### config.mk
export PLATFORM = sky130hd
export DESIGN_NAME = enc_top
export DESIGN_NICKNAME = d
export VERILOG_FILES = /design/src/hdl/enc_pkg.sv /design/src/hdl/enc_top.sv /design/src/hdl/enc_bus_ctrl.sv /design/src/hdl/enc_period_meter.sv /design/src/hdl/enc_quad_counter.sv /design/src/hdl/enc_debounce.sv
export VERILOG_INCLUDE_DIRS = /design/src /design/src/hdl
export SDC_FILE = /design/constraint.sdc
export NUM_CORES = 1
export LEC_CHECK = 0
export BUFFER_PORTS_ARGS = -buffer_cell sky130_fd_sc_hd__buf_2
export CORE_MARGIN = 4
export CORE_UTILIZATION = 55
export CTS_BUF_LIST = sky130_fd_sc_hd__clkbuf_8
export CTS_CLUSTER_DIAMETER = 120
export DETAILED_ROUTE_END_ITERATION = 12
export PLACE_DENSITY = 0.76
export REMOVE_ABC_BUFFERS = 1
export SYNTH_ARGS = -nofsm -noshare
export SYNTH_HDL_FRONTEND = slang
export SYNTH_SLANG_ARGS = --single-unit
### constraint.sdc
create_clock -name sysclk -period 4.6 [get_ports sysclk]
set_clock_uncertainty 0.2 [all_clocks]
set_input_delay 0.46 -clock sysclk [delete_from_list [all_inputs] [get_ports sysclk]]
set_output_delay 0.46 -clock sysclk [all_outputs]
set_load 0.005 [all_outputs]
### src/hdl/enc_macros.svh
// shared constants for the encoder interface, included by the RTL and the testbench
`ifndef ENC_MACROS_SVH
`define ENC_MACROS_SVH

// ---------------------------------------------------------------------------
// channel layout
// ---------------------------------------------------------------------------
`define ENC_NUM_CHAN    4         // encoder channels behind the register file

// register offsets inside one channel, low nibble of the host address
`define ENC_OFF_LOAD    4'h0      // preload value, r/w
`define ENC_OFF_DATA    4'h1      // ovf at bit 24 over the position count
`define ENC_OFF_PER     4'h2      // last period measurement

// ---------------------------------------------------------------------------
// datapath sizing
// ---------------------------------------------------------------------------
`define ENC_DEB_LEN     4         // cycles a line must hold before it passes
`define ENC_PRESCALE    8         // sysclk cycles per period tick

`define ENC_CNT_W       24        // position count width
`define ENC_PER_W       16        // period width, saturates at all ones

`endif
### src/hdl/enc_pkg.sv
// shared types for the encoder interface, imported by the RTL and the testbench
`default_nettype none

`include "enc_macros.svh"

package enc_pkg;

    // position word from the quadrature counter, unsigned wrap
    typedef logic [`ENC_CNT_W-1:0] enc_count_t;

    // period word, prescaled ticks between B rising edges
    typedef logic [`ENC_PER_W-1:0] enc_period_t;

    // host address split into its two fields
    typedef struct packed {
        logic [3:0] chan;         // channel select
        logic [3:0] offset;       // register within the channel
    } enc_addr_fields_t;

    // same byte seen flat or as channel/offset
    typedef union packed {
        logic [7:0]       raw;
        enc_addr_fields_t f;
    } enc_addr_t;

endpackage

`default_nettype wire

### src/hdl/enc_top.sv
// encoder interface top, host register port plus four filtered encoder channels
`timescale 1ns/1ps
`default_nettype none

`include "enc_macros.svh"

module enc_top import enc_pkg::*; (
    input  logic                     sysclk,
    input  logic                     reset,     // sync, active low
    input  logic                     req,
    input  logic                     we,
    input  enc_addr_t                addr,
    input  logic [31:0]              wdata,
    output logic                     ack,
    output logic [31:0]              rdata,
    input  logic [`ENC_NUM_CHAN-1:0] enc_a,     // raw encoder lines
    input  logic [`ENC_NUM_CHAN-1:0] enc_b
);

    localparam int NCH = `ENC_NUM_CHAN;

    logic [NCH-1:0] a_filt;           // after debounce
    logic [NCH-1:0] b_filt;
    logic [NCH-1:0] load;
    logic [NCH-1:0] ovf;
    enc_count_t     preload [NCH];
    enc_count_t     count   [NCH];
    enc_period_t    period  [NCH];

    // ------------------------------------------------------------------------
    // register file side
    // ------------------------------------------------------------------------
    enc_bus_ctrl u_ctrl (
        .sysclk  (sysclk),
        .reset   (reset),
        .req     (req),
        .we      (we),
        .addr    (addr),
        .wdata   (wdata),
        .ack     (ack),
        .rdata   (rdata),
        .load    (load),
        .preload (preload),
        .count   (count),
        .ovf     (ovf),
        .period  (period)
    );

    // ------------------------------------------------------------------------
    // channel slices
    // ------------------------------------------------------------------------
    for (genvar i = 0; i < NCH; i++)
    begin : g_chan
        enc_debounce u_deb_a (.sysclk(sysclk), .reset(reset), .din(enc_a[i]), .dout(a_filt[i]));
        enc_debounce u_deb_b (.sysclk(sysclk), .reset(reset), .din(enc_b[i]), .dout(b_filt[i]));

        enc_quad_counter u_quad (
            .sysclk  (sysclk),
            .reset   (reset),
            .enc_a   (a_filt[i]),
            .enc_b   (b_filt[i]),
            .load    (load[i]),
            .preload (preload[i]),
            .count   (count[i]),
            .ovf     (ovf[i]),
            .dir     ()                   // no register maps direction
        );

        enc_period_meter u_per (.sysclk(sysclk), .reset(reset), .enc_b(b_filt[i]),
                                .period(period[i]));
    end

endmodule

`default_nettype wire

### src/hdl/enc_bus_ctrl.sv
// host register access: four-phase req/ack handshake, preload registers and read mux
`timescale 1ns/1ps
`default_nettype none

`include "enc_macros.svh"

module enc_bus_ctrl import enc_pkg::*; (
    input  logic                     sysclk,
    input  logic                     reset,     // sync, active low
    input  logic                     req,       // host request, held until ack
    input  logic                     we,        // 1 = write
    input  enc_addr_t                addr,
    input  logic [31:0]              wdata,
    output logic                     ack,
    output logic [31:0]              rdata,     // valid while ack is high
    output logic [`ENC_NUM_CHAN-1:0] load,      // preload strobes, one-hot
    output enc_count_t               preload [`ENC_NUM_CHAN],
    input  enc_count_t               count   [`ENC_NUM_CHAN],
    input  logic [`ENC_NUM_CHAN-1:0] ovf,
    input  enc_period_t              period  [`ENC_NUM_CHAN]
);

    localparam int NCH   = `ENC_NUM_CHAN;
    localparam int SEL_W = $clog2(NCH);

    logic             start;          // first edge of a new request
    logic             chan_ok;        // channel field is in range
    logic [SEL_W-1:0] sel;
    logic             load_hit;
    logic [31:0]      rd_word;

    assign start    = req && !ack;
    assign chan_ok  = (addr.f.chan < 4'(NCH));
    assign sel      = addr.f.chan[SEL_W-1:0];
    assign load_hit = we && chan_ok && (addr.f.offset == `ENC_OFF_LOAD);

    // ------------------------------------------------------------------------
    // read mux, unmapped space reads zero
    // ------------------------------------------------------------------------
    always_comb
    begin
        rd_word = '0;
        if (chan_ok)
        begin
            case (addr.f.offset)
                `ENC_OFF_LOAD: rd_word = 32'(preload[sel]);
                `ENC_OFF_DATA: rd_word = 32'({ovf[sel], count[sel]});  // ovf on top
                `ENC_OFF_PER:  rd_word = 32'(period[sel]);
                default:       rd_word = '0;
            endcase
        end
    end

    // ------------------------------------------------------------------------
    // handshake, preload writes and load strobes
    // ------------------------------------------------------------------------
    always_ff @(posedge sysclk)
    begin
        if (!reset)
        begin
            ack  <= 1'b0;
            load <= '0;
            for (int i = 0; i < NCH; i++)
                preload[i] <= '0;
        end
        else
        begin
            load <= '0;                             // strobe lasts one cycle
            if (start)
            begin
                ack <= 1'b1;
                if (load_hit)
                begin
                    preload[sel] <= wdata[`ENC_CNT_W-1:0];
                    load[sel]    <= 1'b1;           // rises with ack
                end
            end
            else if (!req)
                ack <= 1'b0;                        // host let go
        end
    end

    // read data, captured once per request
    always_ff @(posedge sysclk)
    begin
        if (start && !we)
            rdata <= rd_word;
    end

    a_ack_needs_req: assert property (@(posedge sysclk) disable iff (!reset)
        $rose(ack) |-> $past(req));

    a_load_onehot: assert property (@(posedge sysclk) disable iff (!reset)
        $onehot0(load));

endmodule

`default_nettype wire

### src/hdl/enc_period_meter.sv
// encoder period meter, counts prescaled ticks between rising edges of filtered B
`timescale 1ns/1ps
`default_nettype none

`include "enc_macros.svh"

module enc_period_meter import enc_pkg::*; (
    input  logic        sysclk,
    input  logic        reset,        // sync, active low
    input  logic        enc_b,        // filtered B
    output enc_period_t period        // ticks over the last full B cycle
);

    localparam int PRE_W = $clog2(`ENC_PRESCALE);
    localparam logic [PRE_W-1:0] PRE_END = PRE_W'(`ENC_PRESCALE - 1);

    logic [PRE_W-1:0] pre_cnt;        // prescaler
    logic             tick;
    logic             b_prev;
    logic             b_rise;
    enc_period_t      running;        // ticks since the last rising edge

    assign tick   = (pre_cnt == PRE_END);
    assign b_rise = enc_b & ~b_prev;

    always_ff @(posedge sysclk)
    begin
        if (!reset)
        begin
            pre_cnt <= '0;
            b_prev  <= 1'b0;
            running <= '0;
            period  <= '0;
        end
        else
        begin
            b_prev <= enc_b;
            if (b_rise)
            begin
                period  <= running;             // end of one measurement
                running <= '0;
                pre_cnt <= '0;                  // tick phase restarts too
            end
            else
            begin
                pre_cnt <= tick ? '0 : pre_cnt + 1'b1;
                if (tick && (running != '1))
                    running <= running + 1'b1;  // stops at all ones
            end
        end
    end

    // stopped encoder must read as full scale, never roll back to zero
    a_no_wrap: assert property (@(posedge sysclk) disable iff (!reset)
        ((running == '1) && !b_rise) |=> (running == '1));

endmodule

`default_nettype wire

### src/hdl/enc_quad_counter.sv
// x4 quadrature decoder and preloadable position counter, one per channel
`timescale 1ns/1ps
`default_nettype none

module enc_quad_counter import enc_pkg::*; (
    input  logic       sysclk,
    input  logic       reset,         // sync, active low
    input  logic       enc_a,         // filtered A
    input  logic       enc_b,         // filtered B
    input  logic       load,          // one-cycle preload strobe
    input  enc_count_t preload,
    output enc_count_t count,
    output logic       ovf,           // sticky, cleared by load
    output logic       dir            // direction of the last step, 1 = up
);

    logic a_prev;
    logic b_prev;
    logic step;
    logic up;

    // ------------------------------------------------------------------------
    // transition decode
    // ------------------------------------------------------------------------
    // exactly one line moved; both moving is an illegal jump and is dropped
    assign step = (enc_a ^ a_prev) ^ (enc_b ^ b_prev);

    // A leading B counts up: 00 -> 10 -> 11 -> 01 -> 00
    assign up = enc_a ^ b_prev;

    // ------------------------------------------------------------------------
    // counter
    // ------------------------------------------------------------------------
    always_ff @(posedge sysclk)
    begin
        if (!reset)
        begin
            a_prev <= 1'b0;                 // filters also come up low
            b_prev <= 1'b0;
            count  <= '0;
            ovf    <= 1'b0;
            dir    <= 1'b0;
        end
        else
        begin
            a_prev <= enc_a;
            b_prev <= enc_b;
            if (load)
            begin
                count <= preload;           // host preload wins over a step
                ovf   <= 1'b0;
            end
            else if (step)
            begin
                dir <= up;
                if (up)
                begin
                    count <= count + 1'b1;
                    if (count == '1)
                        ovf <= 1'b1;        // wrapped past all ones
                end
                else
                begin
                    count <= count - 1'b1;
                    if (count == '0)
                        ovf <= 1'b1;        // wrapped below zero
                end
            end
        end
    end

    // quiet lines and no load leave the position alone
    a_count_hold: assert property (@(posedge sysclk) disable iff (!reset)
        (!load && (enc_a == a_prev) && (enc_b == b_prev)) |=> $stable(count));

endmodule

`default_nettype wire

### src/hdl/enc_debounce.sv
// glitch filter for one raw encoder line, one instance per A and per B line
`timescale 1ns/1ps
`default_nettype none

`include "enc_macros.svh"

module enc_debounce (
    input  logic sysclk,
    input  logic reset,               // sync, active low
    input  logic din,                 // raw line, async to sysclk
    output logic dout                 // filtered level
);

    localparam int CNT_W = $clog2(`ENC_DEB_LEN + 1);
    localparam logic [CNT_W-1:0] CNT_END = CNT_W'(`ENC_DEB_LEN - 1);

    logic [1:0]       sync;           // two-flop synchronizer, [1] is safe
    logic [CNT_W-1:0] stable_cnt;     // cycles the new level has held
    logic             at_end;

    assign at_end = (stable_cnt == CNT_END);

    always_ff @(posedge sysclk)
    begin
        if (!reset)
        begin
            sync       <= 2'b00;
            stable_cnt <= '0;
            dout       <= 1'b0;
        end
        else
        begin
            sync <= {sync[0], din};
            if (sync[1] == dout)
                stable_cnt <= '0;                   // nothing pending
            else if (at_end)
            begin
                dout       <= sync[1];              // held long enough
                stable_cnt <= '0;
            end
            else
                stable_cnt <= stable_cnt + 1'b1;
        end
    end

    // output only moves once a pending level has run the full count
    a_dout_stable: assert property (@(posedge sysclk) disable iff (!reset)
        $changed(dout) |-> $past(at_end && (sync[1] != dout)));

endmodule

`default_nettype wire

### After elaboration in Yosys (flattened, before gate mapping)

Cells that the tools add are included.
W data, S select, Z words.

| operators by class | value |
|---|---|
| bitwise gates (word level) | 34 |
| reduce and logical (&&, ||, !) cells | 59 |
| $add $sub $neg | 24 |
| multiplexer cells | 43 |
| equal/unequal tests | 35 |
| order comparisons | 5 |

Operator list:

| kind | count |
|---|---|
| $mux W24 | 17 |
| $add A24 B1 Y24 const B | 4 |
| $bmux W24 S2 | 2 |
| $bwmux W96 | 1 |
| $eq A24 B24 Y1 const B | 4 |
| $logic_not A24 Y1 | 4 |
| $sub A24 B1 Y24 const B | 4 |
| $pmux W25 S3 | 1 |
| $add A16 B1 Y16 const B | 4 |
| $ne A16 B16 Y1 const B | 4 |
| $demux W24 S2 | 1 |
| $add A3 B1 Y3 const B | 12 |
| $reduce_or A3 Y1 | 12 |
| $bmux W16 S2 | 1 |
| $mux W16 | 2 |
| $eq A3 B2 Y1 const B | 8 |
| $reduce_and A2 Y1 | 9 |
| $mux W1 | 16 |
| $reduce_bool A2 Y1 | 8 |
| $reduce_or A2 Y1 | 8 |
| $xor A1 B1 Y1 | 16 |
| $reduce_and A3 Y1 | 5 |
| $not A1 Y1 | 13 |
| $eq A3 B3 Y1 const B | 4 |
| 17 further kinds | 40 |

| storage, ports and cells | value |
|---|---|
| bits of input ports | 52 |
| bits in registers | 429 |
| logic and storage cells | 259 |
| output and inout bits | 33 |

### Longest topological paths before layout

Gate-level depths: netlist (run 1).

| depth | value |
|---|---|
| depth after elaboration | 6 |
| depth in mapped cells | 13 |
| mapped depth without buffers | 9 |

### Modules after synthesis

A second synthesis (run 1) with hierarchy kept.

| second synthesis, totals | value |
|---|---|
| cell total of the unflattened synthesis | 2633 |
| area total of the unflattened synthesis | 24183.2 um^2 |

By module, submodules not included:

| module | sequential area each (um^2) | area each (um^2) | cells each | times used |
|---|---|---|---|---|
| enc_quad_counter | 560.5 | 2386.0 | 316 | 4 |
| enc_bus_ctrl | 2772.7 | 6536.3 | 525 | 1 |
| enc_period_meter | 720.7 | 1592.8 | 177 | 4 |
| enc_debounce | 120.1 | 216.5 | 17 | 8 |

### Worst setup path after synthesis (run 1)

OpenSTA, ideal clock, no wires.

| timing path | value |
|---|---|
| path kind | reg2reg |
| start point | reg g_chan[1].u_deb_a.dout |
| end point | reg g_chan[1].u_quad.count[18] |
| period minus slack after synthesis | 3.387 ns |
| path buffers | 4 |
| required time | 4.267 ns |
| path slack | 1.213 ns |
| stages on the path, launching flop included | 14 |
| library setup time | 0.133 ns |
| data arrival time | 3.054 ns |
| path through | dfxtp_1 > buf_2 > xor2_1 > clkbuf_1 > clkbuf_1 > xnor2_1 > ha_1 > and4_1 > clkbuf_1 > a311o_1 > a311oi_1 > nor2b_1 > xnor2_1 > a21oi_1 |

| between the ends | value |
|---|---|
| cells in the longest elaborated chain, start to end | 4 |
| elaborated cells between the ends (all ways) | 7 |
| classes of those cells | 3 x mux; 3 x bitwise; 1 x reduce/logical |

RTL lines:

| item | line | source |
|---|---|---|
| start: declaration | enc_debounce.sv:11 | `output logic dout` |
| start signal: assignment | enc_debounce.sv:38 | `dout <= sync[1];` |
| $xor A1 B1 Y1 | enc_quad_counter.sv:29 | `assign up = enc_a ^ b_prev;` |
| $mux W24 | enc_quad_counter.sv:56 | `if (up)` |
| $mux W24 | enc_quad_counter.sv:53 | `else if (step)` |
| $mux W24 | enc_quad_counter.sv:48 | `if (load)` |
| end signal: assignment | enc_quad_counter.sv:50 | `count <= preload;` |
| end signal: assignment | enc_quad_counter.sv:58 | `count <= count + 1'b1;` |
| end signal: assignment | enc_quad_counter.sv:64 | `count <= count - 1'b1;` |
| end: declaration | enc_quad_counter.sv:12 | `output enc_count_t count,` |

Several ways; a longest one is shown, not always the timed one. The select of a mux whose other input is x is not followed.
A chain may end at the register's enable or synchronous reset.

### Worst setup path in the final report (run 1)

| timing path | value |
|---|---|
| start point | reg g_chan[0].u_deb_a.dout |
| end point | reg g_chan[0].u_quad.count[19] |

| between the ends | value |
|---|---|
| cells in the longest elaborated chain, start to end | 4 |
| elaborated cells between the ends (all ways) | 7 |
| classes of those cells | 3 x mux; 3 x bitwise; 1 x reduce/logical |

RTL lines:

| item | line |
|---|---|
| start: declaration | enc_debounce.sv:11 |
| start signal: assignment | enc_debounce.sv:38 |
| $xor A1 B1 Y1 | enc_quad_counter.sv:29 |
| $mux W24 | enc_quad_counter.sv:56 |
| $mux W24 | enc_quad_counter.sv:53 |
| $mux W24 | enc_quad_counter.sv:48 |
| end signal: assignment | enc_quad_counter.sv:50 |
| end signal: assignment | enc_quad_counter.sv:58 |
| end signal: assignment | enc_quad_counter.sv:64 |
| end: declaration | enc_quad_counter.sv:12 |

Several ways; a longest one is shown, not always the timed one. The select of a mux whose other input is x is not followed.

==> results.cfg, run 1 <==
[outcome]
status = finished, final reports clean

[cts]
cts_resized = 0
htreeDepth = 3
cts.reportedPaths.clkPinSlew_ns = 0.06
cts_num_sinks = 422
cts_tree = yes
cts_buffer_depth = 3
insertion_delay_ns = 0.65
cts_root_buf = clkbuf_8
cts_buffers = 74

[global_routing]
grt_pass1_vias = 19094
gr-total-overflow = 0
antenna_found_initial = 1
grtUsageTotal_pct = 30.6
grt_pass1_wl_um = 108000
grt_max_degree = 114

[place]
dp_cells = 3029
dp_hpwl_um = 48500
portBuffers = 69
place_ws_ns = 1.27
place_congestion = 0.998

[timing]
relSlewSlack_pct = 14.4
finalSetupViolations = 0
slew_viol_final = 0
finalWorstSetupSlack_ns = 1.20
rsz0062_at_grt = false
fmax_mhz = 294
period_share_pct = 74.0
worstMarginPinSlew_ns = 1.28
finalSetupTns_ns = 0
min_period_ns = 3.40
hold_viol_final = 0

[synthesis]
synth.cell_area_um2 = 22400
synthCells = 2619
async_flop_share_pct = 0
yosysUniqueCellTypes = 80
yosys_warnings = 0
ys_seq_area_share_pct = 38.8
synth_top_cell_by_area = dfxtp_1
post-synth-top-count-cell = dfxtp_1
synth.area.top_cells = dfxtp_1, mux4_2, nand2_1, mux2i_1, nor2_1
yosysTopAreaCellShare_pct = 35.5
synth_top_flop_cell = dfxtp_1
ys_top_cells_by_count = dfxtp_1, nand2_1, nor2_1, a21oi_1, clkbuf_1
synth_seq_cells = 422
synth_edf_count = 25
avgSynthCellArea_um2 = 8.56

[floorplanning]
die_w_um = 210
die_area_um2 = 44000
row_count = 73
core_area_um2 = 40000
start_util_pct = 56.0
io_pins = 85
die_y_um = 210

[cells_and_area]
fin_cells = 3200
nFillCells = 3417
utilization_pct = 61.9
area_growth_pct = 10.6
drive_gt1_share_pct = 11.6
layout.nets = 2702

[setup_path]
path_class = flip-flop to flip-flop
crit_path_start_kind = flip-flop
crit_path_max_fanout = 8
end_kind = flip-flop
worstPathRequired_ns = 4.88
arrival_ns = 3.68

[routing]
wl_um = 68900
viasPerCell = 6.40
drc = 0
dr.first_iter.drc_count = 2626
drtAntennaViolNets = 0
drt_pre_antenna_iters = 6
vias = 20492
wl_per_cell_um = 21.5

[hold_path]
hp-class = input port to flip-flop

[power_and_ir_drop]
leakagePower_nw = 9.11
p_per_area_nw_per_um2 = 304
vdd_drop_max_uv = 213

[job]
drv_cap = 0
through the flow:
| step | instance area (um^2) | hold slack [ns] | power (W) |
|---|---|---|---|
| floorplan | 21500 | 0.199 | 0.00391 |
| global placement | 22900 | 0.208 | 0.00404 |
| detailed placement | 22900 | 0.216 | 0.00404 |
| CTS | 24800 | 0.0400 | 0.00760 |
| global route | 24800 | 0.0650 | 0.00779 |
| finish | 24800 | 0.0566 | 0.00753 |
worst max-delay path, cell delays in order (launching register included):
cell      delay [ns]
dfxtp_1         0.40
xnor2_1         0.84
nand4_1         0.31
a221oi_1        0.88
mux2i_1         0.33
xor2_1          0.20
a21oi_1         0.09
cells in the final DEF, fill, tap and decap left out, types with 8 or more instances in the layout:
cell type and count:
nand4_1 67, a31oi_1 13, buf_2 66, and4_1 25, and2_1 35, a211oi_1 25
nand3_1 91, xor2_1 58, buf_4 39, nor3b_1 18, or4_1 38, inv_1 57
ha_1 36, mux4_2 64, and3_1 36, dfxtp_1 397, o21ai_0 90, a22oi_1 17
a21oi_1 198, edfxtp_1 25, nor4_1 61, nor2_1 289, xnor2_1 92, clkbuf_8 94
or3_1 42, mux2i_1 117, nand2b_1 8, a32o_1 9, dlygate4sd3_1 34, nor3_1 63
nand2_1 319
registers in the layout, indices dropped and copies added, names as in the netlist, 8 cells and up:
register / flops
g_chan.u_quad.count: 96
g_chan.u_per.period: 64
g_chan.u_per.pre_cnt: 12
u_ctrl.preload: 96
g_chan.u_deb_b.stable_cnt: 12
g_chan.u_deb_b.sync: 8
u_ctrl.rdata: 25
g_chan.u_deb_a.sync: 8
g_chan.u_deb_a.stable_cnt: 12
g_chan.u_per.running: 64
logic make-up (layout without fill, tap and decap cells):
family | after synthesis | in the layout | synth area share [%]
fa+ha+maj | 36 | 36 | 2.01
other cells | 1 | 8 | 0.0167
compound gates | 425 | 425 | 11.4
flops | 422 | 422 | 38.8
mux | 187 | 187 | 12.0
buf+inv | 261 | 310 | 4.62
simple gates | 1128 | 1128 | 24.8
xor+xnor | 159 | 159 | 6.41
power breakdown:
part | switching, W | total (W) | leakage [nW] | internal (W)
clock | 0.00159 | 0.00354 | 0.873 | 0.00195
combinational | 0.000166 | 0.000263 | 4.80 | 0.0000973
sequential | 0.0000116 | 0.00373 | 3.44 | 0.00372
area by class of cell:
type                            instances  area (um^2)  share of cell area, %
Antenna cell                            1         2.50                 0.0101
Clock buffer                           94         1290                   5.22
Clock inverter                         42          241                  0.975
Inverter                               34          133                  0.535
Multi-Input combinational cell       1942        12800                   51.5
Sequential cell                       422         8700                   35.1
Tap cell                              525          657                   2.65
Timing Repair Buffer                  140          983                   3.97
per-layer routing:
metal	track usage [%]	routed length [um]	part of all wire [%]	up-vias
li1	-	-	-	9386
met1	42.8	27900	41	9675
met2	44.6	29700	43	1197
met3	6.14	7090	10	234
met4	16.5	4170	6.0	0
met5	0	0	0	-
final timing paths:
path | start | endpoint | slack (ns) | cells past startpoint
max | g_chan[0].u_deb_a.dout | g_chan[0].u_quad.count[19] | 1.20 | 6
min | reset | g_chan[0].u_quad.count[4] | 0.06 | 3
max reg2reg | g_chan[0].u_deb_a.dout | g_chan[0].u_quad.count[19] | 1.20 | 6
min reg2reg | g_chan[3].u_deb_a.stable_cnt[0] | g_chan[3].u_deb_a.stable_cnt[0] | 0.22 | 1
timing repair:
item	in CTS	in global routing
endpoints found under the hold margin	108	0
hold buffers	34	0
setup buffers	0	0
endpoints found under the setup margin	0	0
(Power assumes the default switching activity.)
==> inputs of run 2 (changes only) <==
==> constraint.sdc (replaced) <==
create_clock -name sysclk -period 3.5 [get_ports sysclk]
set_clock_uncertainty 0.2 [all_clocks]
set_input_delay 0.35 -clock sysclk [delete_from_list [all_inputs] [get_ports sysclk]]
set_output_delay 0.35 -clock sysclk [all_outputs]
set_load 0.005 [all_outputs]
==> run 2 against run 1 <==
Net effect: clock power increased by 33%; die area unchanged; largest power group unchanged; worst hold slack got worse by 0.016 ns; sequential power grew 31%; via count down 0.31%; flip-flop and latch count did not move; power up 32%; first-iteration DRC count decreased by 3.9%.
==> results.cfg, run 2 (synthesized netlist as in run 1, its figures left out) <==
[cells_and_area]
layout_commonest_cell = dfxtp_1
nFillCells = 3410
top_regs = g_chan.u_quad.count: 96 flops, u_ctrl.preload: 96 flops
area_growth_pct = 11.6
layout_common_cells = dfxtp_1, nand2_1, nor2_1
utilization_pct = 62.5
layout.nets = 2727
drive_gt1_share_pct = 12.2
fin_cells = 3217

[floorplanning]
io_pins = 85
die_area_um2 = 44000
die_w_um = 210
die_y_um = 210
core_area_um2 = 40000
row_count = 73
start_util_pct = 56.0

[place]
dp_cells = 3050
place_ws_ns = 0.400
portBuffers = 69
dp_hpwl_um = 49500
place_congestion = 0.957

[setup_path]
arrival_ns = 3.51
worstPathRequired_ns = 3.83
end_kind = flip-flop
crit_path_start_kind = flip-flop
crit_path_max_fanout = 7
path_class = flip-flop to flip-flop

[global_routing]
gr-total-overflow = 0
antenna_found_initial = 0
gr-max-usage-layer = met2
grt_max_degree = 85
grt_use_met1_pct = 41.5
grt_pass1_wl_um = 109000
grtUsageTotal_pct = 30.8
grt_pass1_vias = 19363
gr-usage-met3_pct = 6.01
met2_usage_pct = 48.2

[timing]
relSlewSlack_pct = 17.2
hold_viol_final = 0
min_period_ns = 3.19
slew_viol_final = 0
finalSetupViolations = 0
finalSetupTns_ns = 0
period_share_pct = 91.1
fmax_mhz = 314
rsz0062_at_grt = false
worstMarginPinSlew_ns = 1.23
finalWorstSetupSlack_ns = 0.313

[power_and_ir_drop]
p_clk_share_pct = 47.3
p_comb_share_pct = 3.5
switching_share_pct = 23.8
p_int_w = 0.00760
leakagePower_nw = 9.24
seqPwrFrac_pct = 49.2
vdd_drop_max_uv = 407
p_sw_w = 0.00237
p_per_area_nw_per_um2 = 399

[job]
drv_cap = 0

[routing]
vias = 20429
drt_pre_antenna_iters = 6
drtAntennaViolNets = 0
wl_um = 69500
drc = 0
wl_per_cell_um = 21.6
viasPerCell = 6.35
dr.first_iter.drc_count = 2523

[hold_path]
hp-class = input port to flip-flop

[cts]
cts_setup_buffers = 0
cts.reportedPaths.clkPinSlew_ns = 0.06
cts_tree = yes
cts_buffer_depth = 3
cts_num_sinks = 422
cts_root_buf = clkbuf_8
cts_buffers = 73
htreeDepth = 3
insertion_delay_ns = 0.66

[outcome]
status = finished, final reports clean
==> run 2: cell types whose count changed in the layout (fill, tap and decap cells not counted), sizes merged <==
cell / change
buf: +21
dlygate4sd3: +5
clkbuf: -4
clkinvlp: -4
inv: -2
bufinv: +1
==> run 2: power groups by stage <==
stage	sequential (W)	clock [W]	combinational, W
4_1_cts	0.00490	0.00477	0.000348
5_1_grt	0.00490	0.00499	0.000379
3_5_place_dp	0.00500	0	0.000312
6_report	0.00490	0.00472	0.000349
2_1_floorplan	0.00500	0	0.000136
3_3_place_gp	0.00500	0	0.000305
==> run 2: path summary, 6_finish.rpt <==
kind | start | to | slack (ns) | cells after the start
min reg2reg | g_chan[2].u_deb_b.stable_cnt[0] | g_chan[2].u_deb_b.stable_cnt[0] | 0.22 | 1
max | g_chan[0].u_deb_a.dout | g_chan[0].u_quad.count[20] | 0.31 | 9
min | addr[0] | u_ctrl.load[3] | 0.04 | 6
max reg2reg | g_chan[0].u_deb_a.dout | g_chan[0].u_quad.count[20] | 0.31 | 9
==> run 2: layout make-up <==
cell class                 instances  area [um^2]  area share [%]
timing repair buffer             166         1220            4.86
clock buffer                      90         1240            4.95
antenna                            1         2.50          0.0100
clock inverter                    37          294            1.18
sequential                       422         8700            34.8
multi-input combinational       1942        12800            51.0
tap                              525          657            2.63
inverter                          34          133           0.530
==> run 2: timing repair <==
action / CTS / global route
endpoints found under the setup margin: 0 / 0
resized for setup: 0 / 0
hold buffers: 39 / 0
hold endpoints to repair: 125 / 0
==> run 2: metal layers <==
metal  part of all wire (%)  wire length [um]  up-vias
met3                    9.1              6350      198
li1                       -                 -     9458
met4                    4.9              3400        0
met1                     41             28400     9707
met5                      0                 0        -
met2                     45             31300     1066
==> run 2: stage by stage <==
| stage | hold WS [ns] | area (um^2) | total power, W |
|---|---|---|---|
| detailed placement | 0.217 | 23100 | 0.00532 |
| global placement | 0.207 | 23100 | 0.00531 |
| floorplan | 0.199 | 21500 | 0.00514 |
| finish | 0.0409 | 25000 | 0.00996 |
| CTS | 0.00122 | 25000 | 0.0100 |
| global route | 0.0643 | 25000 | 0.0103 |
==> run 2: critical path, stage by stage (launching register included) <==
cell	delay [ns]
dfxtp_1	0.50
xor2_2	0.25
xnor2_1	0.15
ha_1	0.30
nand2_1	0.08
a21boi_0	0.31
o22ai_1	0.33
o311ai_0	0.48
mux2i_1	0.15
a311o_1	0.32
